File: config.mk
export PLATFORM = sky130hd
export DESIGN_NAME = cart_read_mux
export DESIGN_NICKNAME = d
export VERILOG_FILES = /design/src/design/cart_pkg.sv /design/src/design/rtc_pkg.sv /design/src/design/cart_read_mux.sv
export SDC_FILE = /design/constraint.sdc
export NUM_CORES = 1
export LEC_CHECK = 0
export BUFFER_PORTS_ARGS = -buffer_cell sky130_fd_sc_hd__buf_2
export CORE_AREA = 2 2 73 75
export DETAILED_ROUTE_END_ITERATION = 10
export DIE_AREA = 0 0 75 77
export PLACE_DENSITY_LB_ADDON = 0.05
export RECOVER_POWER = 25
export SLEW_MARGIN = 20
export SYNTH_ARGS = -nofsm -noshare
export SYNTH_HDL_FRONTEND = slang
export SYNTH_SLANG_ARGS = --single-unit
File: constraint.sdc
create_clock -name vclk -period 0.8
set_input_delay 0.16 -clock vclk [all_inputs]
set_output_delay 0.16 -clock vclk [all_outputs]
set_load 0.03 [all_outputs]
File: src/design/cart_pkg.sv
`default_nettype none

package cart_pkg;

   typedef logic [15:0] cpu_addr_t;
   typedef logic [7:0]  cpu_data_t;
   typedef logic [23:0] flash_addr_t;   // word address into the flash
   typedef logic [15:0] flash_data_t;
   typedef logic [6:0]  rom_bank_t;
   typedef logic [3:0]  ram_bank_t;     // ram bank 0-3 or clock register 8-12
   typedef logic [14:0] ram_addr_t;     // 4 banks of 8 KB

   // cpu memory map
   localparam cpu_addr_t rom_end         = 16'h8000;
   localparam cpu_addr_t ram_window_base = 16'hA000;
   localparam cpu_addr_t ram_window_end  = 16'hC000;

   localparam cpu_data_t ram_enable_key = 8'h0A;

   // save image lives here in flash
   localparam flash_addr_t save_flash_base = 24'h200000;
   localparam int ram_bytes = 32768;

   typedef enum logic [2:0] {
      idle,
      write_addr,      // present ram address, ram data arrives next cycle
      write_strobe,
      load_addr,
      load_capture
   } save_state_t;

endpackage

`default_nettype wire

File: src/design/rtc_pkg.sv
`default_nettype none

package rtc_pkg;

   typedef logic [7:0] rtc_byte_t;
   typedef logic [8:0] day_count_t;   // day counter 0-511

   // values of the ram bank register that reach the clock
   localparam logic [3:0] sel_seconds  = 4'd8;
   localparam logic [3:0] sel_minutes  = 4'd9;
   localparam logic [3:0] sel_hours    = 4'd10;
   localparam logic [3:0] sel_day_low  = 4'd11;
   localparam logic [3:0] sel_day_high = 4'd12;

   // day high register, bit 0 is the day msb
   localparam int day_high_halt_bit  = 6;
   localparam int day_high_carry_bit = 7;

endpackage

`default_nettype wire

File: src/design/cart_read_mux.sv
`default_nettype none

module cart_read_mux (
   input  wire cart_pkg::cpu_addr_t   cpu_addr,
   input  wire cart_pkg::cpu_data_t   cpu_data_in,
   input  wire                    cpu_we_n,
   input  wire                    cpu_re_n,
   input  wire                    ram_enable,
   input  wire cart_pkg::rom_bank_t   rom_bank,
   input  wire cart_pkg::ram_bank_t   ram_bank,
   input  wire rtc_pkg::rtc_byte_t    rtc_read_byte,
   input  wire                    copy_active,
   input  wire cart_pkg::ram_addr_t   copy_index,
   input  wire                    copy_write,
   input  wire cart_pkg::flash_addr_t flash_addr_save,
   input  wire                    flash_oe_n,
   input  wire cart_pkg::flash_data_t flash_data_in,
   input  wire cart_pkg::cpu_data_t   ram_rdata,
   output cart_pkg::ram_addr_t    ram_addr,
   output logic                   ram_we,
   output cart_pkg::cpu_data_t    ram_wdata,
   output cart_pkg::flash_addr_t  flash_addr,
   output cart_pkg::flash_data_t  flash_data_out,
   output logic                   flash_data_oe,
   output cart_pkg::cpu_data_t    cpu_data_out,
   output logic                   cpu_data_oe
);

   logic                  in_rom, in_window, ram_bank_sel;
   cart_pkg::cpu_addr_t   window_offset;
   cart_pkg::flash_addr_t rom_addr;

   assign in_rom        = (cpu_addr < cart_pkg::rom_end);
   assign in_window     = (cpu_addr >= cart_pkg::ram_window_base)
                          && (cpu_addr < cart_pkg::ram_window_end);
   assign ram_bank_sel  = (ram_bank[3:2] == 2'b00);   // banks 0-3 are real ram
   assign window_offset = cpu_addr - cart_pkg::ram_window_base;

   // banks laid out back to back in flash, 16 KB each
   assign rom_addr = cpu_addr[14] ? {3'd0, rom_bank, cpu_addr[13:0]}
                                  : {10'd0, cpu_addr[13:0]};
   assign flash_addr = copy_active ? flash_addr_save : rom_addr;

   assign ram_addr  = copy_active ? copy_index : {ram_bank[1:0], window_offset[12:0]};
   assign ram_we    = copy_active ? copy_write
                                  : (!cpu_we_n && ram_enable && in_window && ram_bank_sel);
   assign ram_wdata = copy_active ? flash_data_in[7:0] : cpu_data_in;

   assign flash_data_out = {8'h00, ram_rdata};
   assign flash_data_oe  = copy_active && flash_oe_n;   // save direction only

   always_comb begin
      if (in_rom) begin
         cpu_data_out = flash_data_in[7:0];
      end else if (in_window && ram_enable) begin
         cpu_data_out = ram_bank_sel ? ram_rdata : rtc_read_byte;   // rtc gives 0 off range
      end else begin
         cpu_data_out = '0;
      end
   end

   assign cpu_data_oe = !cpu_re_n;

endmodule

`default_nettype wire

* Word-level counts from Yosys, hierarchy flattened
Index checks and enable logic that the tools add are counted.
Operators by class: $add $sub $neg 1, order comparisons 3, muxes and demuxes 8, reduce and logical (&&, ||, !) cells 9
Operators with widths (count):
- $lt 16x16->1 const B | 2
- $mux 8 | 4
- $mux 24 | 1
- $mux 21 | 1
- $ge 16x16->1 const B | 1
- $mux 15 | 1
- $sub 13x1->13 const B | 1
- $logic_and 1x1->1 | 6
- $logic_not 1->1 | 2
- $logic_not 2->1 | 1
- $mux 1 | 1
Storage, ports and cells: flip-flop bits (word level) 0, output and inout bits 74, logic and storage cells 21

* Longest topological paths before layout
depth after elaboration 5, gate-level depth with buffers 5, mapped depth without buffers 3

* Worst setup path before layout
Ideal clock, no wire load.
path type input port to output port, from input port copy_active, to output port flash_addr[20], arrival time 1.107 ns, data required time 0.640 ns, setup slack -0.467 ns, stages 3, buffers on the path 2, cell sequence buf_6 buf_6 o21ai_0
On the way: cells in the longest elaborated chain, start to end 1
Ends and longest elaborated chain:
- start: declaration | line cart_read_mux.sv:12 | input wire copy_active,
- $mux 24 | line cart_read_mux.sv:42 | assign flash_addr = copy_active ? flash_addr_save : rom_addr;
- end: declaration | line cart_read_mux.sv:22 | output cart_pkg::flash_addr_t flash_addr,
Every way passes these cells.

* Final worst setup path
from input port ram_bank[3], to output port cpu_data_out[3]
On the way: cells in the longest elaborated chain, start to end 4
Ends and longest elaborated chain:
- start: declaration | line cart_read_mux.sv:10 | input wire cart_pkg::ram_bank_t ram_bank,
- $logic_not 2->1 | line cart_read_mux.sv:36 | assign ram_bank_sel = (ram_bank[3:2] == 2'b00);
- $mux 8 | line cart_read_mux.sv:56 | cpu_data_out = ram_bank_sel ? ram_rdata : rtc_read_byte;
- $mux 8 | line cart_read_mux.sv:55 | end else if (in_window && ram_enable) begin
- $mux 8 | line cart_read_mux.sv:53 | if (in_rom) begin
- end: declaration | line cart_read_mux.sv:25 | output cart_pkg::cpu_data_t cpu_data_out,
Every way passes these cells.

==> results.json <==
{
  "status": "finished with violations",
  "violations": "setup timing",
  "seq_cells": 0,
  "vias_per_cell": 4.13,
  "rsz0062_at_grt": "true",
  "portBuffers": 170,
  "fillers": 420,
  "initial_utilization_pct": 18.5,
  "place_ws_ns": -0.487,
  "ir_drop_v": 0.000386,
  "synth.most_common_cell": "nand2_1",
  "fp.coreArea_um2": 4980,
  "finalInstanceArea_um2": 3290,
  "pin_count": 186,
  "setup_violations": 57,
  "grt_pass1_wl_um": 7780,
  "dpl_cell_area_um2": 2480,
  "synthAdderAreaFrac_pct": 0,
  "start_kind": "primary input",
  "synth_commonest_cells": "nand2_1, buf_4, nand2b_1",
  "drc_errors": 0,
  "ys_warn_count": 0,
  "drt-initial-drc-count": 10,
  "syn_area_um2": 918,
  "period_needed_ns": 1.22,
  "grt_pass1_vias": 1726,
  "synth_top_family_by_area": "simple AND/OR/NAND/NOR gates",
  "register_area_um2": 0,
  "area.growth.synth_to_final_pct": 258,
  "leakage_nw": 1.79,
  "synth_cells": 146,
  "diodes": 0,
  "grt_max_degree": 9,
  "nNetsFinal": 439,
  "rows": 26,
  "dp.cells": 384,
  "period_share_pct": 152,
  "drive_gt1_share_pct": 92.9,
  "whs_ns": 0.579,
  "drt_wl_total_um": 4920,
  "cp_max_fo": 4,
  "wl_per_cell_um": 12.4,
  "layoutNonFillerInstCount": 395,
  "fin_ws_ns": -0.418,
  "slew_viol_final": 0,
  "cap_violations": 0,
  "hpwl_um": 3760,
  "synth.distinct_cells": 20,
  "dieArea_um2": 5780,
  "cp.required_ns": 0.64,
  "die_y_um": 77,
  "synthTopCellsByArea": "nand2_1, buf_4, nand2b_1, mux2i_1, mux2_4",
  "ant_nets": 0,
  "chipWidth_um": 75,
  "gp_congestion": 0.737,
  "syn_avg_cell_area_um2": 6.29,
  "synth-xor-area-share_pct": 0,
  "timing.fmax_ghz": 0.821,
  "hold_viol": 0,
  "pwr_density_cell_nw_per_um2": 741,
  "clock_buffers": 0,
  "arrival_ns": 1.06,
  "track_usage_pct": 16.3,
  "grt_overflow": 0,
  "antenna_found_initial": 0,
  "end_kind": "primary output",
  "p_total_w": 0.00244,
  "yosys.area_share.simple_pct": 38.7,
  "worstSetupPathType": "in2out",
  "yosysTopAreaCell": "nand2_1",
  "synth_compound_area_share_pct": 12.3,
  "post-synth-top-area-fraction_pct": 22.9,
  "cts_hold_buf": 0,
  "ys_seq_area_share_pct": 0,
  "drt-pass1-iter-count": 2,
  "hold_path.class": "in2out",
  "num_vias": 1630,
  "synthMuxAreaShare_pct": 24.3
}
## per-stage QoR
step                      util, %  TNS (ns)
after floorplan                 -     -5.74
after global placement       49.8    -18.77
after detailed placement     49.8    -19.02
after global routing         66.1    -15.56
after CTS                    66.5    -15.19
final                        66.1    -14.28
## critical path, cell delays in order
cell and delay, ns:
buf_6 0.10, nor2_4 0.16, clkbuf_16 0.18, mux2i_4 0.24, o22ai_4 0.08, buf_6 0.14
## metal layers
layer  vias to the layer above  share of wire (%)  track usage [%]
met5                         -                  0                0
met4                         0               0.39            0.536
met3                         2                9.9             2.37
met2                        95                 57             34.0
met1                       720                 33             17.0
li1                        813                  -                -
## kinds of logic (layout without fill, tap and decap cells)
group                  count (synthesis)  in the layout
other                                  1              8
muxes                                 19             19
AOI/OAI and AO/OA                     16             16
buffers and inverters                 33            205
and+or+nand+nor                       77             77
## where the power goes
group	internal (W)	switching [W]	leakage, nW
combinational	0.00121	0.00123	1.79
sequential	0	0	0
clock	0	0	0
## cell usage in the layout (no fill, tap or decap), drive strengths merged
cell and n:
nand2 56, a22o 6, mux2i 8, nor2 2, nor2b 1, o21ai 2, mux2 11, inv 9
nand4b 1, buf 193, clkbuf 3, and2 4, conb 8, nand2b 13, o22ai 8
## area by class of cell
class                           count  area [µm²]  share of cell area, %
Timing Repair Buffer              196        1660                   50.4
Multi-Input combinational cell    120        1510                   46.0
Tap cell                           70        87.6                   2.66
Inverter                            9        33.8                   1.03
## timing repair
| item | in CTS | in global routing |
|---|---|---|
| setup buffers | 9 | 0 |
| endpoints found under the setup margin | 57 | 57 |
| gates resized for setup | 178 | 10 |
| pin swaps | 21 | 8 |
| cloned | 4 | 0 |
## worst paths after layout
path / from / to / slack [ns] / cells after the start
max: ram_bank[3] / cpu_data_out[3] / -0.42 / 6
min: cpu_re_n / cpu_data_oe / 0.58 / 3
(Power assumes the default switching activity.)
