--- src/design/cart_pkg.sv ---
`default_nettype none

package cart_pkg;

   typedef logic [15:0] cpu_addr_t;
   typedef logic [7:0]  cpu_data_t;
   typedef logic [23:0] flash_addr_t;   // word address into the flash
   typedef logic [15:0] flash_data_t;
   typedef logic [6:0]  rom_bank_t;
   typedef logic [3:0]  ram_bank_t;     // ram bank 0-3 or clock register 8-12
   typedef logic [14:0] ram_addr_t;     // 4 banks of 8 KB

   // cpu memory map
   localparam cpu_addr_t rom_end         = 16'h8000;
   localparam cpu_addr_t ram_window_base = 16'hA000;
   localparam cpu_addr_t ram_window_end  = 16'hC000;

   localparam cpu_data_t ram_enable_key = 8'h0A;

   // save image lives here in flash
   localparam flash_addr_t save_flash_base = 24'h200000;
   localparam int ram_bytes = 32768;

   typedef enum logic [2:0] {
      idle,
      write_addr,      // present ram address, ram data arrives next cycle
      write_strobe,
      load_addr,
      load_capture
   } save_state_t;

endpackage

`default_nettype wire

--- src/design/save_sequencer.sv ---
`default_nettype none

module save_sequencer (
   input  wire                   I_CLK_33MHZ,
   input  wire                   I_RESET,
   input  wire                   save,
   input  wire                   load,
   output logic                  copy_active,
   output cart_pkg::ram_addr_t   copy_index,
   output logic                  copy_write,
   output cart_pkg::flash_addr_t flash_addr_save,
   output logic                  flash_oe_n,
   output logic                  flash_we_n,
   output logic                  halt
);

   cart_pkg::save_state_t state;
   logic                  last_index;

   assign last_index = (copy_index == cart_pkg::ram_addr_t'(cart_pkg::ram_bytes - 1));

   // two cycles per byte in both directions
   always_ff @(posedge I_CLK_33MHZ) begin
      if (I_RESET) begin
         state      <= cart_pkg::idle;
         copy_index <= '0;
      end else begin
         case (state)
            cart_pkg::idle: begin
               copy_index <= '0;
               if (save) begin
                  state <= cart_pkg::write_addr;
               end else if (load) begin
                  state <= cart_pkg::load_addr;
               end
            end
            cart_pkg::write_addr: state <= cart_pkg::write_strobe;
            cart_pkg::write_strobe: begin
               copy_index <= copy_index + 1'b1;
               state <= last_index ? cart_pkg::idle : cart_pkg::write_addr;
            end
            cart_pkg::load_addr: state <= cart_pkg::load_capture;
            cart_pkg::load_capture: begin
               copy_index <= copy_index + 1'b1;
               state <= last_index ? cart_pkg::idle : cart_pkg::load_addr;
            end
            default: state <= cart_pkg::idle;
         endcase
      end
   end

   assign copy_active = (state != cart_pkg::idle);
   assign halt        = copy_active;   // cpu stalled for the whole copy
   assign copy_write  = (state == cart_pkg::load_capture);
   assign flash_we_n  = (state != cart_pkg::write_strobe);
   // flash drives its data pins except while we write it
   assign flash_oe_n  = (state == cart_pkg::write_addr) || (state == cart_pkg::write_strobe);
   assign flash_addr_save = cart_pkg::save_flash_base + cart_pkg::flash_addr_t'(copy_index);

endmodule

`default_nettype wire

--- config.mk ---
export PLATFORM = sky130hd
export DESIGN_NAME = save_sequencer
export DESIGN_NICKNAME = d
export VERILOG_FILES = /design/src/design/cart_pkg.sv /design/src/design/save_sequencer.sv
export SDC_FILE = /design/constraint.sdc
export NUM_CORES = 1
export LEC_CHECK = 0
export ABC_AREA = 1
export BUFFER_PORTS_ARGS = -buffer_cell sky130_fd_sc_hd__buf_2
export CAP_MARGIN = 20
export CORE_ASPECT_RATIO = 1.4
export CORE_MARGIN = 5
export CORE_UTILIZATION = 50
export CTS_BUF_LIST = sky130_fd_sc_hd__clkbuf_8
export DETAILED_ROUTE_END_ITERATION = 12
export PLACE_DENSITY = 0.85
export SLEW_MARGIN = 20
export SYNTH_ARGS = -nofsm -noshare
export SYNTH_HDL_FRONTEND = slang
export SYNTH_SLANG_ARGS = --single-unit
--- constraint.sdc ---
create_clock -name I_CLK_33MHZ -period 1.4 [get_ports I_CLK_33MHZ]
set_input_delay 0.07 -clock I_CLK_33MHZ [delete_from_list [all_inputs] [get_ports I_CLK_33MHZ]]
set_output_delay 0.07 -clock I_CLK_33MHZ [all_outputs]
set_load 0.02 [all_outputs]
* Word level (Yosys, flattened, before mapping)
Cells that the tools add are included.
** Storage, ports and cells
- Register bits after elaboration :: 18
- Output and inout port bits :: 44
- Word-level logic and storage cells :: 22
** Cells by class
- Add/sub/neg operators :: 2
- Equality and inequality tests :: 7
- Muxes and demuxes :: 6
- Reductions and logical operators :: 5
** Operators by type and width (number)
- one-hot mux 15 bit (2 select lines) :: 1
- adder 22 x 15 -> 23 bit, first input constant :: 1
- adder 15 x 1 -> 15 bit, second input constant :: 1
- equality test 15 bit, second input constant :: 1
- one-hot mux 3 bit (5 select lines) :: 1
- equality test 3 x 2 -> 1 bit, second input constant :: 2
- two-way mux 3 bit :: 2
- equality test 3 x 1 -> 1 bit, second input constant :: 1
- equality test 3 bit, second input constant :: 1
- logical NOT 3 bit :: 1
- inequality test 3 x 2 -> 1 bit, second input constant :: 1
- inequality test 3 bit, second input constant :: 1
- nonzero test 3 bit :: 1
- two-way mux 2 bit :: 1
- nonzero test 2 bit :: 1
- OR reduction 2 bit :: 1
- logical OR 1 bit :: 1
- two-way mux 1 bit :: 1

* Logic depth before layout (Yosys ltp)
- Depth after elaboration :: 3
- Gate-level depth with buffers :: 8
- Depth with buffers taken out :: 8

* Worst setup path before layout
OpenSTA, ideal clock, no wires.
- Path kind :: register to register
- From :: reg copy_index[1]
- To :: reg copy_index[8]
- Setup time :: 0.109 ns
- Data arrival time :: 1.353 ns
- Data required time :: 1.291 ns
- Setup slack :: -0.062 ns
- Cell stages (with the launch flop) :: 9
- Path buffers :: 0
- Cells stage by stage :: dfxtp_1 -> ha_1 -> nand2_1 -> nor2_1 -> nand2_1 -> o21ai_2 -> o211ai_1 -> nand2_1 -> inv_1
** On the way
- Cells in the longest elaborated chain, start to end :: 2
** Ends and longest elaborated chain
- start: declaration :: RTL line save_sequencer.sv:9 : output cart_pkg::ram_addr_t copy_index,
- start signal: assignment :: RTL line save_sequencer.sv:39 : copy_index <= copy_index + 1'b1;
- start signal: assignment :: RTL line save_sequencer.sv:44 : copy_index <= copy_index + 1'b1;
- adder 15 x 1 -> 15 bit :: RTL line save_sequencer.sv:39, save_sequencer.sv:44
- one-hot mux 15 bit (2 select lines) :: RTL line save_sequencer.sv:28 : case (state)
No other way between the ends.
A chain may end at the register's enable or synchronous reset.

* Worst setup path after layout
- From :: reg copy_index[0]
- To :: reg copy_index[9]
The elaborated chain is that of the path after synthesis.

==> results <==
- The flow ran to the end, and the final reports show no timing, DRC or antenna violations.
- The worst hold-check slack is 137 ps.
- In the final layout, the share of cells above drive strength 1 is 32.6%.
- The layout net count is 227.
- The count of yosys warnings during synthesis is 0.
- For the worst setup path, the data arrival time is 1470 ps.
- The share of total power consumed by net switching is 36.0%.
- The floorplan step set the die height to 68.7 µm.
- The mean instance size in the synthesized netlist is 6.51 µm².
- The area of the die is 3570 µm².
- The global-route total usage across every layer is 18.2%.
- STA classifies the critical path endpoint as a flip-flop.
- The standby leakage power is 0.699 nW.
- The count of standard-cell rows is 21.
- sky130_fd_sc_hd__nand2_1 is the most common cell in the netlist.
- The reported max-cap violation count is 0.
- In this run, synthesis inferred 0 flip-flops with an integrated enable.
- The worst stage delay on the critical path is 360 ps.
- The width of the die is 51.9 µm.
- The cell chosen for the clock root is sky130_fd_sc_hd__clkbuf_8.
- The multi-input gate area in the final layout is 647 µm².
- The most instantiated flip-flop cell in the synthesis netlist is sky130_fd_sc_hd__dfxtp_1.
- Buffers inserted to repair hold after CTS numbered 0.
- The via count of the first global-routing pass is 1,127.
- The clock arrives with 2.42 ps of skew.
- The power density relative to cell area is 1020 nW/µm².
- The first global-routing pass estimated 4950 µm of wire.
- The area growth from synthesis to layout is 18.6%.
- The total length of routed wires is 3080 µm.
- The violation count after the first detailed-routing iteration is 76.
- The layout has 236 filler cells.
- Once the floorplan was initialized, standard cells occupied 51.5% of the core.
- Derived from the worst setup path, the maximum achievable clock frequency is 0.786 GHz.
- The port buffer count is 38.
- Including well taps, the total number of placed cells is 251.
- The number of iterations in the first detailed-routing pass is 4.
- The cell accounting for the most synthesized area is sky130_fd_sc_hd__dfxtp_1.
- In this run the worst path has a maximum fanout of 5.
- 48 I/O pins were placed.
- The share of the clock period used by the worst path is 90.8%.
- The final cell count without fillers is 255.
- Of the total power, registers draw 38.0%.
- After clock tree synthesis, the clock-pin slew on the worst setup and hold paths is 70 ps.
- The number of antenna violations at the first check in global routing is 0.
- At the later pin of the worst-skew pair, clock insertion delay measures 260 ps.
- The critical path class is reg2reg.
- Traced cell by cell, the critical path runs through buf_4 -> nand3_2 -> inv_1 -> nand2_1 -> o21bai_1 -> nand3_1 -> a21oi_1.
- Subtracting the final worst setup slack from the clock period gives 1270 ps.
- The worst setup path is launched from a flip-flop.
- The share of Yosys cell area claimed by the top area cell type is 29.3%.
- After synthesis, the netlist uses 26 different library cells.
- The total internal power is 0.954 mW.
- Setup violations remaining at the end of the flow were counted as 0.
- The clock passes through at most 2 buffers.
- In this run, the clock network consumes 29.4% of the power.
- The H-tree depth is 1.
- Ranked by total cell area, the synthesized netlist is headed by sky130_fd_sc_hd__dfxtp_1 29%, sky130_fd_sc_hd__buf_4 15%, sky130_fd_sc_hd__nand2_1 13%.
- After synthesis, the share of flip-flops with an asynchronous set or reset is 0%.
- TritonCTS built the clock tree.
- The proportion of synthesized chip area in sequential cells is 29.3%.
- The antenna diode count is 0.
- In the routed layout, each cell is associated on average with a via count of 4.93.
- Across the VDD grid, the largest voltage drop is 0.000793 V.
- The cell type group with the largest total delay on the critical path is flip-flops.
- STA puts the critical path data required time at 1600 ps.
- The final-report hold violation count is 0.
- Synthesis inferred 18 register bits.
- The number of nets with antenna violations after routing is 0.
- The mapped netlist covers 1230 µm².
- The worst hold path class is in2reg.
- The number of design rule violations left after detail routing is 0.
- The commonest cells after synthesis are 42 x sky130_fd_sc_hd__nand2_1, 25 x sky130_fd_sc_hd__buf_4, 20 x sky130_fd_sc_hd__inv_1, 20 x sky130_fd_sc_hd__nor2_1, 18 x sky130_fd_sc_hd__dfxtp_1.
- The pin count of the biggest net entering global routing is 17.
- The number of buffers and inverters on the critical path is 2.
- The total net switching power is 0.537 mW.
- The core region is 2390 µm².
- The remaining global-route overflow is 0.
- The final-report max-slew violation count came to 0.
- The number of clock sinks is 18.
- The HPWL after detailed placement is 2340 µm.
- The synthesized instance count is 189.
- Clock tree synthesis inserted a total of 3 buffers.
- The slowest stage of the critical path is the sky130_fd_sc_hd__dfxtp_2 cell.
- The routed layout has 1,256 vias.
- In the final layout, flip-flops and latches occupy 364 µm².
- The global placement routability congestion is 0.916.
- The combinational fraction of design power is 32.6%.
- The post-CTS setup repair buffer count is 0.
- Gates resized during post-CTS repair numbered 0.
- After detailed routing, the average wire length per cell comes to 12.1 µm.
-- cell families after synthesis --
kind of cell / after synthesis / share of synthesized area (%)
other: 2 / 0.610
buffers and inverters: 49 / 23.3
adders and majority gates: 1 / 1.02
and+or+nand+nor: 92 / 33.3
AOI/OAI and AO/OA: 27 / 12.5
DFF: 18 / 29.3
-- worst reg2reg max path, cell delays in order, from the launching register on --
cell and delay [ps]:
sky130_fd_sc_hd__dfxtp_2 360, sky130_fd_sc_hd__buf_4 130, sky130_fd_sc_hd__nand3_2 120, sky130_fd_sc_hd__inv_1 170, sky130_fd_sc_hd__nand2_1 90, sky130_fd_sc_hd__o21bai_1 130, sky130_fd_sc_hd__nand3_1 90, sky130_fd_sc_hd__a21oi_1 120
-- per-stage QoR --
step | instance area, µm² | setup slack [ps] | TNS, ps | utilization (%) | total power [mW]
after floorplan | 1260 | 55.6 | 0 | - | 0.939
after global placement | 1370 | 151 | 0 | 57.2 | 1.04
after detailed placement | 1370 | 113 | 0 | 57.2 | 1.04
after CTS | 1420 | 99.1 | 0 | 59.5 | 1.48
after global routing | 1460 | -1.69 | -1.69 | 61.1 | 1.57
final | 1460 | 129 | 0 | 61.1 | 1.49
-- power by group through the flow --
stage               Sequential, mW  Clock [mW]  Combinational (mW)
floorplan                    0.583           0               0.356
global placement             0.572           0               0.464
detailed placement           0.573           0               0.470
CTS                          0.561       0.444               0.474
global route                 0.570       0.460               0.536
finish                       0.566       0.438               0.487
-- cells in the final DEF (no fill, tap or decap), types with 6 or more instances in the layout --
master and instances:
sky130_fd_sc_hd__a21oi_1 15, sky130_fd_sc_hd__buf_2 38, sky130_fd_sc_hd__nand3_1 16, sky130_fd_sc_hd__inv_1 19
sky130_fd_sc_hd__dfxtp_1 15, sky130_fd_sc_hd__conb_1 9, sky130_fd_sc_hd__nor2_2 6, sky130_fd_sc_hd__buf_4 11
sky130_fd_sc_hd__nand2_1 42, sky130_fd_sc_hd__nor2_1 16
-- sequential cells by signal, indices dropped and copies added, names as in the netlist --
register / count
copy_index: 15
state: 3
-- metal layers --
metal | global-route usage, % | vias up | part of all wire (%)
met4 | 8.20 | 0 | 1.5
met5 | 0 | - | 0
met3 | 2.37 | 5 | 5.8
met1 | 20.5 | 572 | 39
li1 | - | 632 | -
met2 | 33.5 | 47 | 54
-- layout make-up --
class	count	share of cell area (%)
Timing Repair Buffer	49	18.7
Multi-Input combinational cell	129	44.3
Tap cell	34	2.91
Clock buffer	4	3.77
Sequential cell	18	24.9
Inverter	21	5.40
-- worst paths after layout --
check | start | endpoint | slack (ps) | cells after the start
min reg2reg | state[2] | state[2] | 510 | 1
min | I_RESET | copy_index[1] | 140 | 2
max | copy_index[0] | copy_index[9] | 130 | 7
max reg2reg | copy_index[0] | copy_index[9] | 130 | 7
No activity file was read; power rests on OpenSTA's default activity.
