`config.mk`:
```
export PLATFORM = sky130hd
export DESIGN_NAME = rtc_counter
export DESIGN_NICKNAME = d
export VERILOG_FILES = /design/src/design/cart_pkg.sv /design/src/design/rtc_pkg.sv /design/src/design/rtc_counter.sv
export SDC_FILE = /design/constraint.sdc
export NUM_CORES = 1
export LEC_CHECK = 0
export CAP_MARGIN = 10
export CELL_PAD_IN_SITES_DETAIL_PLACEMENT = 1
export CELL_PAD_IN_SITES_GLOBAL_PLACEMENT = 1
export CORE_ASPECT_RATIO = 1.4
export CORE_UTILIZATION = 45
export DETAILED_ROUTE_END_ITERATION = 12
export DONT_BUFFER_PORTS = 1
export PLACE_DENSITY_LB_ADDON = 0.1
export SLEW_MARGIN = 20
export SYNTH_ARGS = -nofsm -noshare
export SYNTH_HDL_FRONTEND = slang
export SYNTH_SLANG_ARGS = --single-unit
```
`constraint.sdc`:
```
create_clock -name I_CLK_33MHZ -period 6.2 [get_ports I_CLK_33MHZ]
set_clock_uncertainty 0.05 [all_clocks]
set_input_delay 0.93 -clock I_CLK_33MHZ [delete_from_list [all_inputs] [get_ports I_CLK_33MHZ]]
set_output_delay 0.93 -clock I_CLK_33MHZ [all_outputs]
set_load 0.01 [all_outputs]
```
`src/design/cart_pkg.sv`:
```
`default_nettype none

package cart_pkg;

   typedef logic [15:0] cpu_addr_t;
   typedef logic [7:0]  cpu_data_t;
   typedef logic [23:0] flash_addr_t;   // word address into the flash
   typedef logic [15:0] flash_data_t;
   typedef logic [6:0]  rom_bank_t;
   typedef logic [3:0]  ram_bank_t;     // ram bank 0-3 or clock register 8-12
   typedef logic [14:0] ram_addr_t;     // 4 banks of 8 KB

   // cpu memory map
   localparam cpu_addr_t rom_end         = 16'h8000;
   localparam cpu_addr_t ram_window_base = 16'hA000;
   localparam cpu_addr_t ram_window_end  = 16'hC000;

   localparam cpu_data_t ram_enable_key = 8'h0A;

   // save image lives here in flash
   localparam flash_addr_t save_flash_base = 24'h200000;
   localparam int ram_bytes = 32768;

   typedef enum logic [2:0] {
      idle,
      write_addr,      // present ram address, ram data arrives next cycle
      write_strobe,
      load_addr,
      load_capture
   } save_state_t;

endpackage

`default_nettype wire

```
`src/design/rtc_pkg.sv`:
```
`default_nettype none

package rtc_pkg;

   typedef logic [7:0] rtc_byte_t;
   typedef logic [8:0] day_count_t;   // day counter 0-511

   // values of the ram bank register that reach the clock
   localparam logic [3:0] sel_seconds  = 4'd8;
   localparam logic [3:0] sel_minutes  = 4'd9;
   localparam logic [3:0] sel_hours    = 4'd10;
   localparam logic [3:0] sel_day_low  = 4'd11;
   localparam logic [3:0] sel_day_high = 4'd12;

   // day high register, bit 0 is the day msb
   localparam int day_high_halt_bit  = 6;
   localparam int day_high_carry_bit = 7;

endpackage

`default_nettype wire

```
`src/design/rtc_counter.sv`:
```
`default_nettype none

module rtc_counter #(
   parameter int ticks_per_second = 33_000_000
) (
   input  wire                  I_CLK_33MHZ,
   input  wire                  I_RESET,
   input  wire cart_pkg::cpu_addr_t cpu_addr,
   input  wire cart_pkg::cpu_data_t cpu_data_in,
   input  wire                  cpu_we_n,
   input  wire                  ram_enable,
   input  wire cart_pkg::ram_bank_t ram_bank,
   input  wire                  latch_clock,
   output rtc_pkg::rtc_byte_t   rtc_read_byte
);

   logic [31:0]         prescale;
   logic                tick;
   logic                rtc_write;
   rtc_pkg::rtc_byte_t  seconds, minutes, hours;
   rtc_pkg::day_count_t days;
   logic                halted, carry;
   rtc_pkg::rtc_byte_t  lat_seconds, lat_minutes, lat_hours, lat_day_low, lat_day_high;

   function automatic rtc_pkg::rtc_byte_t day_high_byte(logic msb, logic h, logic c);
      rtc_pkg::rtc_byte_t b;
      b = '0;
      b[0] = msb;
      b[rtc_pkg::day_high_halt_bit]  = h;
      b[rtc_pkg::day_high_carry_bit] = c;
      return b;
   endfunction

   assign tick = !halted && (prescale == 32'(ticks_per_second - 1));
   assign rtc_write = !cpu_we_n && ram_enable && (cpu_addr >= cart_pkg::ram_window_base)
                      && (cpu_addr < cart_pkg::ram_window_end);

   always_ff @(posedge I_CLK_33MHZ) begin
      if (I_RESET) begin
         prescale     <= '0;
         {seconds, minutes, hours} <= '0;
         days         <= '0;
         halted       <= 1'b0;
         carry        <= 1'b0;
         {lat_seconds, lat_minutes, lat_hours} <= '0;
         {lat_day_low, lat_day_high} <= '0;
      end else begin
         if (!halted) begin
            prescale <= tick ? '0 : prescale + 1'b1;
         end
         if (tick) begin   // seconds -> minutes -> hours -> days -> carry
            seconds <= (seconds == 8'd59) ? '0 : seconds + 1'b1;
            if (seconds == 8'd59) begin
               minutes <= (minutes == 8'd59) ? '0 : minutes + 1'b1;
               if (minutes == 8'd59) begin
                  hours <= (hours == 8'd23) ? '0 : hours + 1'b1;
                  if (hours == 8'd23) begin
                     days <= days + 1'b1;   // wraps 511 -> 0
                     if (&days) begin
                        carry <= 1'b1;
                     end
                  end
               end
            end
         end
         if (latch_clock) begin
            lat_seconds  <= seconds;
            lat_minutes  <= minutes;
            lat_hours    <= hours;
            lat_day_low  <= days[7:0];
            lat_day_high <= day_high_byte(days[8], halted, carry);
         end
         // cpu writes load both the counter and its latched copy
         if (rtc_write) begin
            case (ram_bank)
               rtc_pkg::sel_seconds: begin
                  seconds     <= cpu_data_in;
                  lat_seconds <= cpu_data_in;
               end
               rtc_pkg::sel_minutes: begin
                  minutes     <= cpu_data_in;
                  lat_minutes <= cpu_data_in;
               end
               rtc_pkg::sel_hours: begin
                  hours     <= cpu_data_in;
                  lat_hours <= cpu_data_in;
               end
               rtc_pkg::sel_day_low: begin
                  days[7:0]   <= cpu_data_in;
                  lat_day_low <= cpu_data_in;
               end
               rtc_pkg::sel_day_high: begin
                  days[8] <= cpu_data_in[0];
                  halted  <= cpu_data_in[rtc_pkg::day_high_halt_bit];
                  carry   <= cpu_data_in[rtc_pkg::day_high_carry_bit];
                  lat_day_high <= day_high_byte(cpu_data_in[0],
                                                cpu_data_in[rtc_pkg::day_high_halt_bit],
                                                cpu_data_in[rtc_pkg::day_high_carry_bit]);
               end
               default: ;
            endcase
         end
      end
   end

   // cpu only ever sees the latched set
   always_comb begin
      case (ram_bank)
         rtc_pkg::sel_seconds:  rtc_read_byte = lat_seconds;
         rtc_pkg::sel_minutes:  rtc_read_byte = lat_minutes;
         rtc_pkg::sel_hours:    rtc_read_byte = lat_hours;
         rtc_pkg::sel_day_low:  rtc_read_byte = lat_day_low;
         rtc_pkg::sel_day_high: rtc_read_byte = lat_day_high;
         default:               rtc_read_byte = '0;
      endcase
   end

endmodule

`default_nettype wire

```
== After elaboration in Yosys (flattened, before gate mapping) ==
Cells that the tools add are included.

* Register bits after elaboration: 107
* Bits of input ports: 33
* Logic and storage cells: 82

* Add/sub/neg operators: 5
* Order comparisons: 2
* Eq/ne operators: 9
* Muxes and demuxes: 46
* Reductions and logical operators: 8

{| class="wikitable"
|+ Operators with widths
! cell !! number
|-
| 8-bit two-way mux || 31
|-
| 9-bit two-way mux || 5
|-
| 8-bit case mux with 5 select lines || 1
|-
| 32-bit by 1-bit adder with 32-bit output (second input constant) || 1
|-
| 32-bit by 25-bit == test with 1-bit output (second input constant) || 1
|-
| 32-bit two-way mux || 1
|-
| 8-bit by 1-bit adder with 8-bit output (second input constant) || 3
|-
| 4-bit == test (second input constant) || 5
|-
| 8-bit by 6-bit == test with 1-bit output (second input constant) || 2
|-
| 16-bit >= comparator (second input constant) || 1
|-
| 16-bit less-than comparator (second input constant) || 1
|-
| 9-bit by 1-bit adder with 9-bit output (second input constant) || 1
|-
| 9-bit AND reduction || 1
|-
| 8-bit by 5-bit == test with 1-bit output (second input constant) || 1
|-
| 1-bit two-way mux || 8
|-
| 1-bit logical AND || 4
|-
| 1-bit zero test || 2
|-
| 2-bit AND reduction || 1
|}

== Logic depth before layout (Yosys ltp) ==
* Word-level depth: 8
* Depth in mapped cells: 8

== Worst setup path before layout ==
OpenSTA, ideal clock, no wires.

* Kind: input port to output port
* Start point: input port ram_bank[0]
* End point: output port rtc_read_byte[4]
* Arrival time: 1772 ps
* Required time: 5220 ps
* Setup slack: 3448 ps
* Stages on the path: 3
* Buffers on the path: 0
* Cell sequence: nor4b_2 a222oi_1 nand2_1

* Cells in the longest elaborated chain, start to end: 2

{| class="wikitable"
|+ RTL lines
! item !! line !! text
|-
| from (decl) || rtc_counter.sv:12 || <nowiki>input wire cart_pkg::ram_bank_t ram_bank,</nowiki>
|-
| 4-bit == test || rtc_counter.sv:108 || <nowiki>case (ram_bank)</nowiki>
|-
| 8-bit case mux with 5 select lines (*) || rtc_counter.sv:108 ||
|-
| to (decl) || rtc_counter.sv:14 || <nowiki>output rtc_pkg::rtc_byte_t rtc_read_byte</nowiki>
|}

Every way passes the cells marked *; elsewhere a longest branch is shown, timed or not.

== Worst setup path in the final report ==
* Start point: input port ram_bank[0]
* End point: output port rtc_read_byte[6]

Same word-level chain as after synthesis.

==> flow_summary.yaml <==
critical_path:
  worstSetupPathType: "in -> out"
  r2r_start: "minutes[0]"
  startpoint: "ram_bank[0]"
  cp-end-kind: "primary output"
  cp_max_fo: 9
  crit_arrival_ns: 2.30
  crit_required_ns: 5.22
  start_kind: "primary input"
placed_design:
  dp_hpwl_mm: 11.3
  gp_congestion: 0.803
  port_buffers: 0
  placement.cell_area_mm2: 0.00551
  dp.cells: 735
timing:
  period_needed_ns: 3.28
  finalHoldViolCount: 0
  setup_violations: 0
  worst_slew_pin_slew_ns: 0.957
  fmax_mhz: 305
  rsz0062_at_grt: "false"
  slew_headroom_pct: 35.7
  min_period_over_period_pct: 52.9
  drv_slew: 0
  fin_tns_setup_ns: 0
  holdWs_ns: 0.412
layout:
  fill_cells: 1397
  nets: 638
  areaGrowthSynthToFinish_pct: 7.71
  design_area_mm2: 0.00584
  layout_commonest_cell: "dfxtp_1"
  num_antenna_cells: 0
  final_cell_mix: "dfxtp_1 (107), nor2_1 (59), nand2_1 (50)"
  instances_no_fill: 750
  drive_above_1_share_pct: 5.80
floorplan:
  die_w_um: 94.7
  num_rows: 47
  ios: 41
  design.core.area_mm2: 0.0118
  die_area_mm2: 0.0125
  die_h_um: 132
  start_util_pct: 46.1
global_route:
  antenna_found_initial: 0
  grt_max_degree: 49
  overflow: 0
  grt_pass1_vias: 4761
  track_usage_pct: 26.3
  grt_pass1_wl_mm: 25.3
power:
  p_per_area_mw_per_mm2: 237
  p_leak_nw: 2.00
  ir_drop_mv: 0.136
logic_synthesis:
  synth.avg_cell_area_um2: 8.77
  synth.area.mux_share_pct: 7.41
  synth_top_family_by_area: "simple AND/OR/NAND/NOR gates"
  synth_compound_area_share_pct: 16.0
  synth_xor_xnor_area_share_pct: 5.82
  synth_top_cell_area_share_pct: 39.5
  synth_seq_area_share_pct: 39.5
  synthesis.area_mm2: 0.00542
  synth-simple-area-share_pct: 26.8
  synth_cells: 618
  yosysUniqueCellTypes: 51
  ys_warn_count: 0
  synthTopCellsByArea: "dfxtp_1 (40%), mux2i_1 (7.2%), xnor2_1 (4.8%)"
  async_reset_ff_share_pct: 0
  ys.flop_type: "dfxtp_1"
  synth_nets: 657
  synthAdderAreaFrac_pct: 1.39
  synth_edf_count: 0
  ys_ff_latch: 107
  yosysTopAreaCell: "dfxtp_1"
routing:
  dr_total_vias: 4744
  routed_wl_mm: 16.1
  drt_iter0_drc: 198
  antenna_left: 0
  route.detailed.drc: 0
  drt-pass1-iter-count: 5
  avgViaCountPerCell: 6.33
  wl_per_cell_um: 21.4
cts:
  clk_pin_slew_ns: 0.07
  root_buffer: "clkbuf_16"
  insertion_delay_ns: 0.35
  cts_buffers: 9
  ctsHoldBuffers: 0
  ctsResizeCount: 0
  tritoncts: "built"
  clock_path_buffers: 2
  h-tree-depth: 3
  post_cts_buffers: 0
  clock_sinks: 107
hold_path:
  hold_start: "carry"
  hold_class: "reg -> reg"
run:
  maxCapViolCount: 0
outcome:
  status: "finished, final reports clean"
==> flip-flops by register name, indices dropped and copies added, names as in the netlist <==
register      count
days              9
prescale         32
minutes           8
lat_seconds       8
carry             1
hours             8
lat_minutes       8
lat_hours         8
halted            1
seconds           8
lat_day_high      8
lat_day_low       8
==> cell usage after synthesis, types with 4 or more instances <==
cell type / n
a211oi_1: 22
a21oi_1: 38
a222oi_1: 8
a22oi_1: 9
a31oi_1: 6
and2_1: 9
and3_1: 17
and4_1: 11
buf_2: 5
clkbuf_1: 26
dfxtp_1: 107
ha_1: 6
inv_1: 7
mux2i_1: 39
nand2_1: 50
nand3_1: 27
nand4_1: 12
nor2_1: 59
nor3_1: 20
nor4_1: 20
nor4b_2: 4
o21ai_0: 12
o21bai_1: 23
or3_1: 4
xnor2_1: 30
xor2_1: 6
==> cell families after synthesis <==
kind of cell	after synthesis
fa+ha+maj	6
mux	40
compound gates	129
simple gates	258
flops	107
xor+xnor	36
buf+inv	42
==> area by class of cell <==
type	count	area [um^2]	area share, %
timing repair buffer	5	37.5	0.643
inverter	7	26.3	0.450
tap	147	184	3.15
sequential	107	2140	36.7
multi-input combinational	469	3120	53.4
clock inverter	5	103	1.76
clock buffer	10	229	3.92
==> where the power goes <==
| part | internal, mW | switching (mW) |
|---|---|---|
| clock network | 0.393 | 0.266 |
| logic | 0.0161 | 0.0163 |
| registers | 0.689 | 0.00285 |
==> critical path, stage by stage <==
cell,delay (ns)
nor4b_2,0.81
a222oi_1,0.34
nand2_1,0.22
==> routing by layer <==
metal  wire, um  vias to the layer above  global-route usage [%]
met5          0                        -                       0
met4        606                        0                    12.0
met3        624                       35                    4.73
met2       8310                      107                    47.2
met1       6520                     2354                    29.3
li1           -                     2248                       -
==> final timing paths <==
path | slack (ns) | to | cells after the start
max | 2.92 | rtc_read_byte[6] | 3
min | 0.41 | carry | 2
max reg2reg | 3.38 | hours[3] | 6
min reg2reg | 0.41 | carry | 2
==> stage by stage <==
step	utilization, %	setup slack, ns	power, mW
4_1_cts	49.6	2.99	1.39
3_5_place_dp	46.8	2.78	0.741
5_1_grt	49.6	2.88	1.41
2_1_floorplan	-	3.45	0.742
3_3_place_gp	46.8	2.92	0.739
6_report	49.6	2.92	1.38
Power figures use the tool's default switching activity.
