File: config.mk
export PLATFORM = sky130hd
export DESIGN_NAME = mbc_registers
export DESIGN_NICKNAME = d
export VERILOG_FILES = /design/src/design/cart_pkg.sv /design/src/design/mbc_registers.sv
export SDC_FILE = /design/constraint.sdc
export NUM_CORES = 1
export LEC_CHECK = 0
export BUFFER_PORTS_ARGS = -buffer_cell sky130_fd_sc_hd__buf_2
export CAP_MARGIN = 25
export CORE_MARGIN = 2
export CORE_UTILIZATION = 39
export DETAILED_ROUTE_END_ITERATION = 6
export GPL_TIMING_DRIVEN = 0
export PLACE_DENSITY = 0.76
export SYNTH_ARGS = -nofsm -noshare
export SYNTH_HDL_FRONTEND = slang
export SYNTH_SLANG_ARGS = --single-unit
File: constraint.sdc
create_clock -name I_CLK_33MHZ -period 1.3 [get_ports I_CLK_33MHZ]
set_input_delay 0.13 -clock I_CLK_33MHZ [delete_from_list [all_inputs] [get_ports I_CLK_33MHZ]]
set_output_delay 0.13 -clock I_CLK_33MHZ [all_outputs]
set_load 0.01 [all_outputs]
File: src/design/cart_pkg.sv
`default_nettype none

package cart_pkg;

   typedef logic [15:0] cpu_addr_t;
   typedef logic [7:0]  cpu_data_t;
   typedef logic [23:0] flash_addr_t;   // word address into the flash
   typedef logic [15:0] flash_data_t;
   typedef logic [6:0]  rom_bank_t;
   typedef logic [3:0]  ram_bank_t;     // ram bank 0-3 or clock register 8-12
   typedef logic [14:0] ram_addr_t;     // 4 banks of 8 KB

   // cpu memory map
   localparam cpu_addr_t rom_end         = 16'h8000;
   localparam cpu_addr_t ram_window_base = 16'hA000;
   localparam cpu_addr_t ram_window_end  = 16'hC000;

   localparam cpu_data_t ram_enable_key = 8'h0A;

   // save image lives here in flash
   localparam flash_addr_t save_flash_base = 24'h200000;
   localparam int ram_bytes = 32768;

   typedef enum logic [2:0] {
      idle,
      write_addr,      // present ram address, ram data arrives next cycle
      write_strobe,
      load_addr,
      load_capture
   } save_state_t;

endpackage

`default_nettype wire

File: src/design/mbc_registers.sv
`default_nettype none

module mbc_registers (
   input  wire                  I_CLK_33MHZ,
   input  wire                  I_RESET,
   input  wire cart_pkg::cpu_addr_t cpu_addr,
   input  wire cart_pkg::cpu_data_t cpu_data_in,
   input  wire                  cpu_we_n,
   output logic                 ram_enable,
   output cart_pkg::rom_bank_t  rom_bank,
   output cart_pkg::ram_bank_t  ram_bank,
   output logic                 latch_clock
);

   logic rom_write;
   logic zero_seen;   // last latch-range write was 0

   // control registers sit under the rom range
   assign rom_write = !cpu_we_n && (cpu_addr < cart_pkg::rom_end);

   always_ff @(posedge I_CLK_33MHZ) begin
      if (I_RESET) begin
         ram_enable  <= 1'b0;
         rom_bank    <= 7'd1;
         ram_bank    <= '0;
         zero_seen   <= 1'b0;
         latch_clock <= 1'b0;
      end else begin
         latch_clock <= 1'b0;   // single cycle pulse
         if (rom_write) begin
            case (cpu_addr[14:13])   // address 0x0000-0x7fff in 8 KB steps
               2'd0: begin
                  if (cpu_data_in == cart_pkg::ram_enable_key) begin
                     ram_enable <= 1'b1;
                  end else if (cpu_data_in == '0) begin
                     ram_enable <= 1'b0;
                  end
               end
               2'd1: begin
                  // bank 0 is already mapped low
                  if (cpu_data_in[6:0] == '0) begin
                     rom_bank <= 7'd1;
                  end else begin
                     rom_bank <= cpu_data_in[6:0];
                  end
               end
               2'd2: ram_bank <= cpu_data_in[3:0];
               default: begin
                  zero_seen   <= (cpu_data_in == '0);
                  latch_clock <= zero_seen && (cpu_data_in == 8'd1);
               end
            endcase
         end
      end
   end

endmodule

`default_nettype wire

### Yosys cells after proc, flatten, opt, wreduce, memory -nomap -nowiden

Cells that the tools add are included.

* bitwise logic cells: 2
* multiplexer cells: 3
* reduce and logical (&&, ||, !) cells: 13
* equality and inequality tests: 4
* $lt $le $gt $ge: 1

Operator list (number)
* $lt A16 B16 Y1 const B: 1
* $eq A8 B1 Y1 const B: 1
* $eq A8 B4 Y1 const B: 1
* $logic_not A8 Y1: 1
* $logic_not A7 Y1: 1
* $mux W7: 1
* $reduce_and A2 Y1: 3
* $reduce_or A5 Y1: 1
* $reduce_and A3 Y1: 1
* $reduce_or A3 Y1: 1
* $eq A2 B1 Y1 const B: 1
* $eq A2 B2 Y1 const B: 1
* $logic_and A1 B1 Y1: 2
* $logic_not A2 Y1: 1
* $mux W1: 2
* $not A1 Y1: 2
* $reduce_bool A2 Y1: 1
* $logic_not A1 Y1: 1

* register bits after elaboration: 14
* output and inout port bits: 13
* bits of input ports: 27

### Logic depth before layout (Yosys ltp)

Gate-level depths: netlist of run 1.

* depth in word-level cells: 4
* depth in mapped cells: 4
* gate-level depth less buffers: 3

### Worst setup path after synthesis of run 1

No wires, ideal clock.

* kind: in2reg
* start point: input port cpu_we_n
* end point: register rom_bank[0]
* required time: 1178 ps
* path buffers: 1
* path slack: 150 ps
* stages on the path: 4
* arrival time: 1029 ps
* cell sequence: or4b_1 > clkbuf_2 > a211oi_1 > o21bai_1

* word-level cells in the longest chain between the ends: 3

Ends and longest elaborated chain
* start: declaration: RTL line mbc_registers.sv:8 `input wire cpu_we_n,`
* $logic_not A1 Y1: RTL line mbc_registers.sv:19 `assign rom_write = !cpu_we_n && (cpu_addr < cart_pkg::rom_end);`
* $logic_and A1 B1 Y1: RTL line mbc_registers.sv:19
* $reduce_and A2 Y1 (no line)
* end signal: assignment: RTL line mbc_registers.sv:44 `rom_bank <= cpu_data_in[6:0];`
* end: declaration: RTL line mbc_registers.sv:10 `output cart_pkg::rom_bank_t rom_bank,`

No other way between the ends.
A chain may end at the register's enable or synchronous reset.

### Worst setup path in the final report of run 1

Ends and elaborated chain as after synthesis.

==> impl_metrics.csv, run 1 <==
group,metric,value,unit
outcome,status,"finished, final reports clean",
logic_synthesis,ys_seq_area_share,47.9,%
placement,place_congestion,0.697,
power_and_ir_drop,ir_worst_vdd,565,uV
floorplanning,dieWidth,42.8,um
worst_hold_path,hold_start,"I_RESET",
layout,antenna_cells,0,
global_route,grt_max_degree,11,
flow_run,maxCapViolations,0,
sta,fin_tns_setup,0,ps
floorplanning,core_area,1350,um^2
sta,min_period_over_period,82.3,%
drt,via_per_inst,5.09,
worst_setup_path,reg2reg_depth,3,
placement,dp_hpwl,987,um
clocking,cts_tree,"yes",
logic_synthesis,synthMuxAreaShare,6.84,%
logic_synthesis,synth-seq-cells,14,
logic_synthesis,synthSimpleGateAreaFrac,31.6,%
layout,final_cell_mix,"buf_2 (26), nand2_1 (16), dfxtp_1 (14)",
sta,hold_viol,0,
sta,period_minus_slack,1070,ps
clocking,cts_sinks,14,
power_and_ir_drop,power_density,1080,nW/um^2
sta,skew,0.0967,ps
clocking,clk_latency,280,ps
drt,via_count,565,
drt,final_antenna_net_count,0,
power_and_ir_drop,p_leak,0.319,nW
layout,final_area,771,um^2
sta,worst_pin_slew,673,ps
sta,slew_viol_final,0,
drt,drc_errors,0,
sta,max_freq,0.935,GHz
floorplanning,start_util,43.4,%
floorplanning,die-area,1830,um^2
logic_synthesis,syn_inst,66,
worst_setup_path,end_kind,"flop",
sta,rsz0062_at_grt,"no",
drt,routed_wl,1290,um
clocking,htree_levels,1,
drt,drt_iter0_drc,5,
logic_synthesis,synth_area,586,um^2
layout,layout_commonest_cell,"buf_2",
clocking,cts_max_path_buffers,2,
worst_setup_path,r2r_slack,550,ps
logic_synthesis,yosys.area.top_type,"dfxtp_1",
global_route,grt_pass1_vias,465,
sta,layout_setup_ws,230,ps
logic_synthesis,synth_compound_area_share,11.5,%
clocking,cts_root_buf,"clkbuf_4",
sta,timing.hold.ws,92.4,ps
worst_setup_path,critPathLaunchType,"input port",
clocking,numCtsBuffers,3,
logic_synthesis,synth_fa_ha_area_share,0,%
layout,instances_no_fill,111,
clocking,clkTransAtPathRegs,80,ps
floorplanning,row_count,13,
layout,syn2layout_area_growth,31.6,%
drt,dr.pass1.iters,4,
floorplanning,ios,40,
layout,fill_cells,128,
logic_synthesis,syn_avg_cell_area,8.87,um^2
global_route,grt_overflow_total,0,
global_route,grt_pass1_wl,1950,um
logic_synthesis,synth_top_area_share,47.9,%
placement,dp_slack,-63.9,ps
placement,placed_area,734,um^2
sta,setup_viol,0,
global_route,track_usage,14.0,%
logic_synthesis,synth_top_family_by_area,"simple AND/OR/NAND/NOR gates",
worst_setup_path,r2r_start,"ram_enable",
worst_setup_path,critPathMaxFanout,7,
worst_hold_path,hold_depth,2,
layout,nNetsFinal,124,
worst_setup_path,critPathKind,"in2reg",
clocking,cts_setup_buffers,0,
sta,slew_headroom,55.0,%
layout,drive_gt1_share,35.4,%
clocking,cts_hold_buf,0,
placement,placement.io_buffers,26,
drt,post_drt_wl_per_cell,11.6,um
logic_synthesis,ys_types,19,
global_route,antenna_found_initial,0,
placement,dp.cells,107,
worst_hold_path,hp-class,"in2reg",
logic_synthesis,yosysWarnings,0,
worst_setup_path,critPathRequiredTime,1470,ps
floorplanning,die_height,42.8,um
clocking,cts_resized,0,
logic_synthesis,synthesis.nets,93,
worst_setup_path,cp.arrival,1240,ps
logic_synthesis,synthTopCellsByArea,"dfxtp_1 (48%), nand2_1 (10%), mux2i_1 (6.8%)",
logic_synthesis,synthXorXnorAreaFrac,0,%
worst_setup_path,r2r-end,"ram_enable",
worst_hold_path,min_to,"zero_seen",
registers in the layout, summed over array words and instances, names as in the netlist:
| signal | flops |
|---|---|
| ram_enable | 1 |
| zero_seen | 1 |
| rom_bank | 7 |
| ram_bank | 4 |
| latch_clock | 1 |
per-stage QoR:
stage / power, mW / util, %
2_1_floorplan: 0.482 / -
3_3_place_gp: 0.531 / 54.4
3_5_place_dp: 0.533 / 54.4
4_1_cts: 0.846 / 57.1
5_1_grt: 0.868 / 57.1
6_report: 0.834 / 57.1
cell families after synthesis:
logic type,count (synthesis)
simple gates,34
flops,14
compound gates,11
mux,4
buf+inv,3
where the power goes:
part	switching [mW]	internal (mW)
Sequential	0.00320	0.436
Clock	0.141	0.170
Combinational	0.0492	0.0348
critical path, cell delays in order:
cell      delay (ps)
buf_2            130
or4b_1           510
clkbuf_2         180
a211oi_1         190
o21bai_1         100
cell usage after synthesis:
cell	count
dfxtp_1	14
a31o_2	1
nand2_1	16
or4b_1	1
mux2i_1	4
nand4_1	1
o21bai_1	1
nor4_1	5
clkbuf_2	1
inv_1	1
nor2_1	5
nor3b_1	1
a21oi_1	7
nor3_1	2
a311oi_1	1
nor4b_2	2
clkbuf_1	1
nand4bb_1	1
a211oi_1	1
worst max path at each step:
stage / from / end / depth (start not counted)
floorplan: cpu_we_n / rom_bank[0] / 4
global placement: cpu_we_n / rom_bank[0] / 5
detailed placement: cpu_we_n / rom_bank[0] / 5
CTS: cpu_we_n / rom_bank[0] / 5
global route: cpu_we_n / rom_bank[0] / 5
finish: cpu_we_n / rom_bank[0] / 5
routing by layer:
metal	wire length [um]	share of wire [%]	global-route usage [%]	vias up
met5	0	0	0	-
met4	23	1.8	7.50	0
met3	82	6.4	2.55	2
met2	561	44	20.6	18
met1	621	48	19.2	246
li1	-	-	-	299
area by class of cell:
| type | count | area [um^2] | share of cell area (%) |
|---|---|---|---|
| multi-input cells | 49 | 293 | 38.0 |
| repair buffers | 26 | 130 | 16.9 |
| well taps | 15 | 18.8 | 2.44 |
| flip-flops and latches | 14 | 280 | 36.4 |
| inverters | 1 | 3.75 | 0.487 |
| clock buffers | 4 | 36.3 | 4.71 |
| plain buffers | 2 | 8.76 | 1.14 |
Note: power is estimated with default switching activity, not from simulation.
==> inputs of run 2 (changes only) <==
Settings changed: CORE_UTILIZATION 39 to 35, PLACE_DENSITY 0.76 to 0.72.
Clock period 1.3 ns to 0.97 ns, I/O delays scaled along.
==> impl_metrics.csv, run 2 (synthesized netlist as in run 1, its figures left out) <==
group,metric,value,unit
outcome,status,"finished, final reports clean",
layout,largest_reg_flops,7,
worst_setup_path,end_kind,"flop",
layout,drive_gt1_share,39.6,%
drt,via_count,578,
clocking,clk_latency,270,ps
layout,final_area,842,um^2
sta,worst_pin_slew,421,ps
power_and_ir_drop,ir_worst_vdd,874,uV
layout,regMostFlops,"rom_bank",
floorplanning,dieWidth,44.9,um
worst_hold_path,hp-class,"in2reg",
sta,layout_setup_ws,65.3,ps
floorplanning,start_util,38.0,%
sta,timing.hold.ws,61.0,ps
drt,drt_iter0_drc,5,
sta,slew_viol_final,0,
floorplanning,core_area,1540,um^2
drt,dr.pass1.iters,4,
worst_setup_path,r2r-end,"ram_enable",
drt,post_drt_wl_per_cell,12.0,um
clocking,htree_levels,1,
sta,min_period_over_period,93.3,%
placement,dp_slack,-337,ps
layout,finish.utilization,54.6,%
drt,routed_wl,1350,um
layout,layout_commonest_cell,"buf_2",
worst_hold_path,hold_depth,2,
worst_setup_path,critPathKind,"in2reg",
sta,skew,0.0438,ps
worst_setup_path,cp.arrival,1080,ps
global_route,antenna_found_initial,0,
clocking,numCtsBuffers,3,
layout,fill_cells,154,
layout,antenna_cells,0,
clocking,clkTransAtPathRegs,80,ps
worst_setup_path,critPathMaxFanout,7,
worst_setup_path,r2r_slack,220,ps
clocking,cts_root_buf,"clkbuf_4",
floorplanning,row_count,14,
global_route,grt_overflow_total,0,
placement,placed_area,762,um^2
worst_setup_path,r2r_start,"ram_enable",
sta,rsz0062_at_grt,"no",
layout,reg_top3,"rom_bank (7), ram_bank (4)",
layout,syn2layout_area_growth,43.8,%
clocking,cts_sinks,14,
clocking,cts_tree,"yes",
sta,setup_viol,0,
floorplanning,ios,40,
sta,period_minus_slack,905,ps
clocking,cts_max_path_buffers,2,
worst_setup_path,critPathRequiredTime,1140,ps
drt,drc_errors,0,
layout,final_cell_mix,"buf_2 (22), nand2_1 (16), dfxtp_1 (14)",
worst_hold_path,hold_start,"I_RESET",
global_route,grt_max_degree,11,
sta,slew_headroom,71.9,%
global_route,grt_pass1_wl,2080,um
placement,place_congestion,0.686,
floorplanning,die-area,2020,um^2
power_and_ir_drop,power_density,1360,nW/um^2
global_route,track_usage,14.2,%
placement,dp_hpwl,1010,um
flow_run,maxCapViolations,0,
power_and_ir_drop,p_leak,0.343,nW
clocking,cts_hold_buf,0,
drt,final_antenna_net_count,0,
placement,placement.io_buffers,26,
worst_setup_path,critPathLaunchType,"input port",
drt,via_per_inst,5.16,
worst_setup_path,reg2reg_depth,3,
worst_hold_path,min_to,"zero_seen",
floorplanning,die_height,44.9,um
sta,hold_viol,0,
layout,nNetsFinal,124,
sta,max_freq,1.11,GHz
global_route,grt_pass1_vias,517,
run 2: cell count changes in the layout (fill, tap and decap cells not counted), sizes merged:
cell	change
clkbuf	-1
buf	+1
run 2: worst max-delay path, cell delays in order:
cell and delay (ps):
buf_8 110, or4b_4 570, a211oi_2 220, o21bai_1 80
run 2: metal layers:
layer	GRT usage, %	up-vias	part of all wire (%)
li1	-	298	-
met1	18.2	257	46
met2	20.9	19	46
met3	2.80	4	6.2
met4	10.6	0	2.3
met5	0	-	0
run 2: worst max-delay path by stage:
stage                   startpoint          end  slack (ps)  depth (start not counted)
floorplan                 cpu_we_n  rom_bank[0]        -120                          4
global placement          cpu_we_n  rom_bank[0]        -320                          5
detailed placement        cpu_we_n  rom_bank[0]        -340                          5
CTS                   cpu_addr[14]  rom_bank[0]           1                          5
global route        cpu_data_in[1]   ram_enable          20                          4
finish                cpu_addr[15]  rom_bank[0]          70                          4
run 2: final cells by class:
type | instances | area (um^2) | share of cell area (%)
Buffer | 1 | 3.75 | 0.446
Clock buffer | 4 | 36.3 | 4.31
Inverter | 1 | 3.75 | 0.446
Multi-Input combinational cell | 49 | 332 | 39.4
Sequential cell | 14 | 280 | 33.3
Tap cell | 16 | 20.0 | 2.38
Timing Repair Buffer | 27 | 166 | 19.8
run 2: timing repair:
action	4_1_cts	5_1_grt
setup buffers	1	0
endpoints found under the hold margin	0	0
resized for setup	12	1
pin swaps	3	0
setup endpoints to repair	1	7
run 2: through the flow:
stage                     setup TNS [ps]  cells  power, mW
final                                  0    112       1.14
after floorplan                     -325     66      0.649
after global routing                   0    112       1.19
after detailed placement           -2700    108      0.724
after CTS                              0    113       1.16
after global placement             -2560    108      0.721
run 2: power breakdown:
part           total (mW)  leakage, nW  internal (mW)  switching [mW]
sequential          0.588        0.113          0.584         0.00425
clock               0.413       0.0210          0.228           0.184
combinational       0.142        0.209         0.0666          0.0754
total                1.14        0.343          0.879           0.264
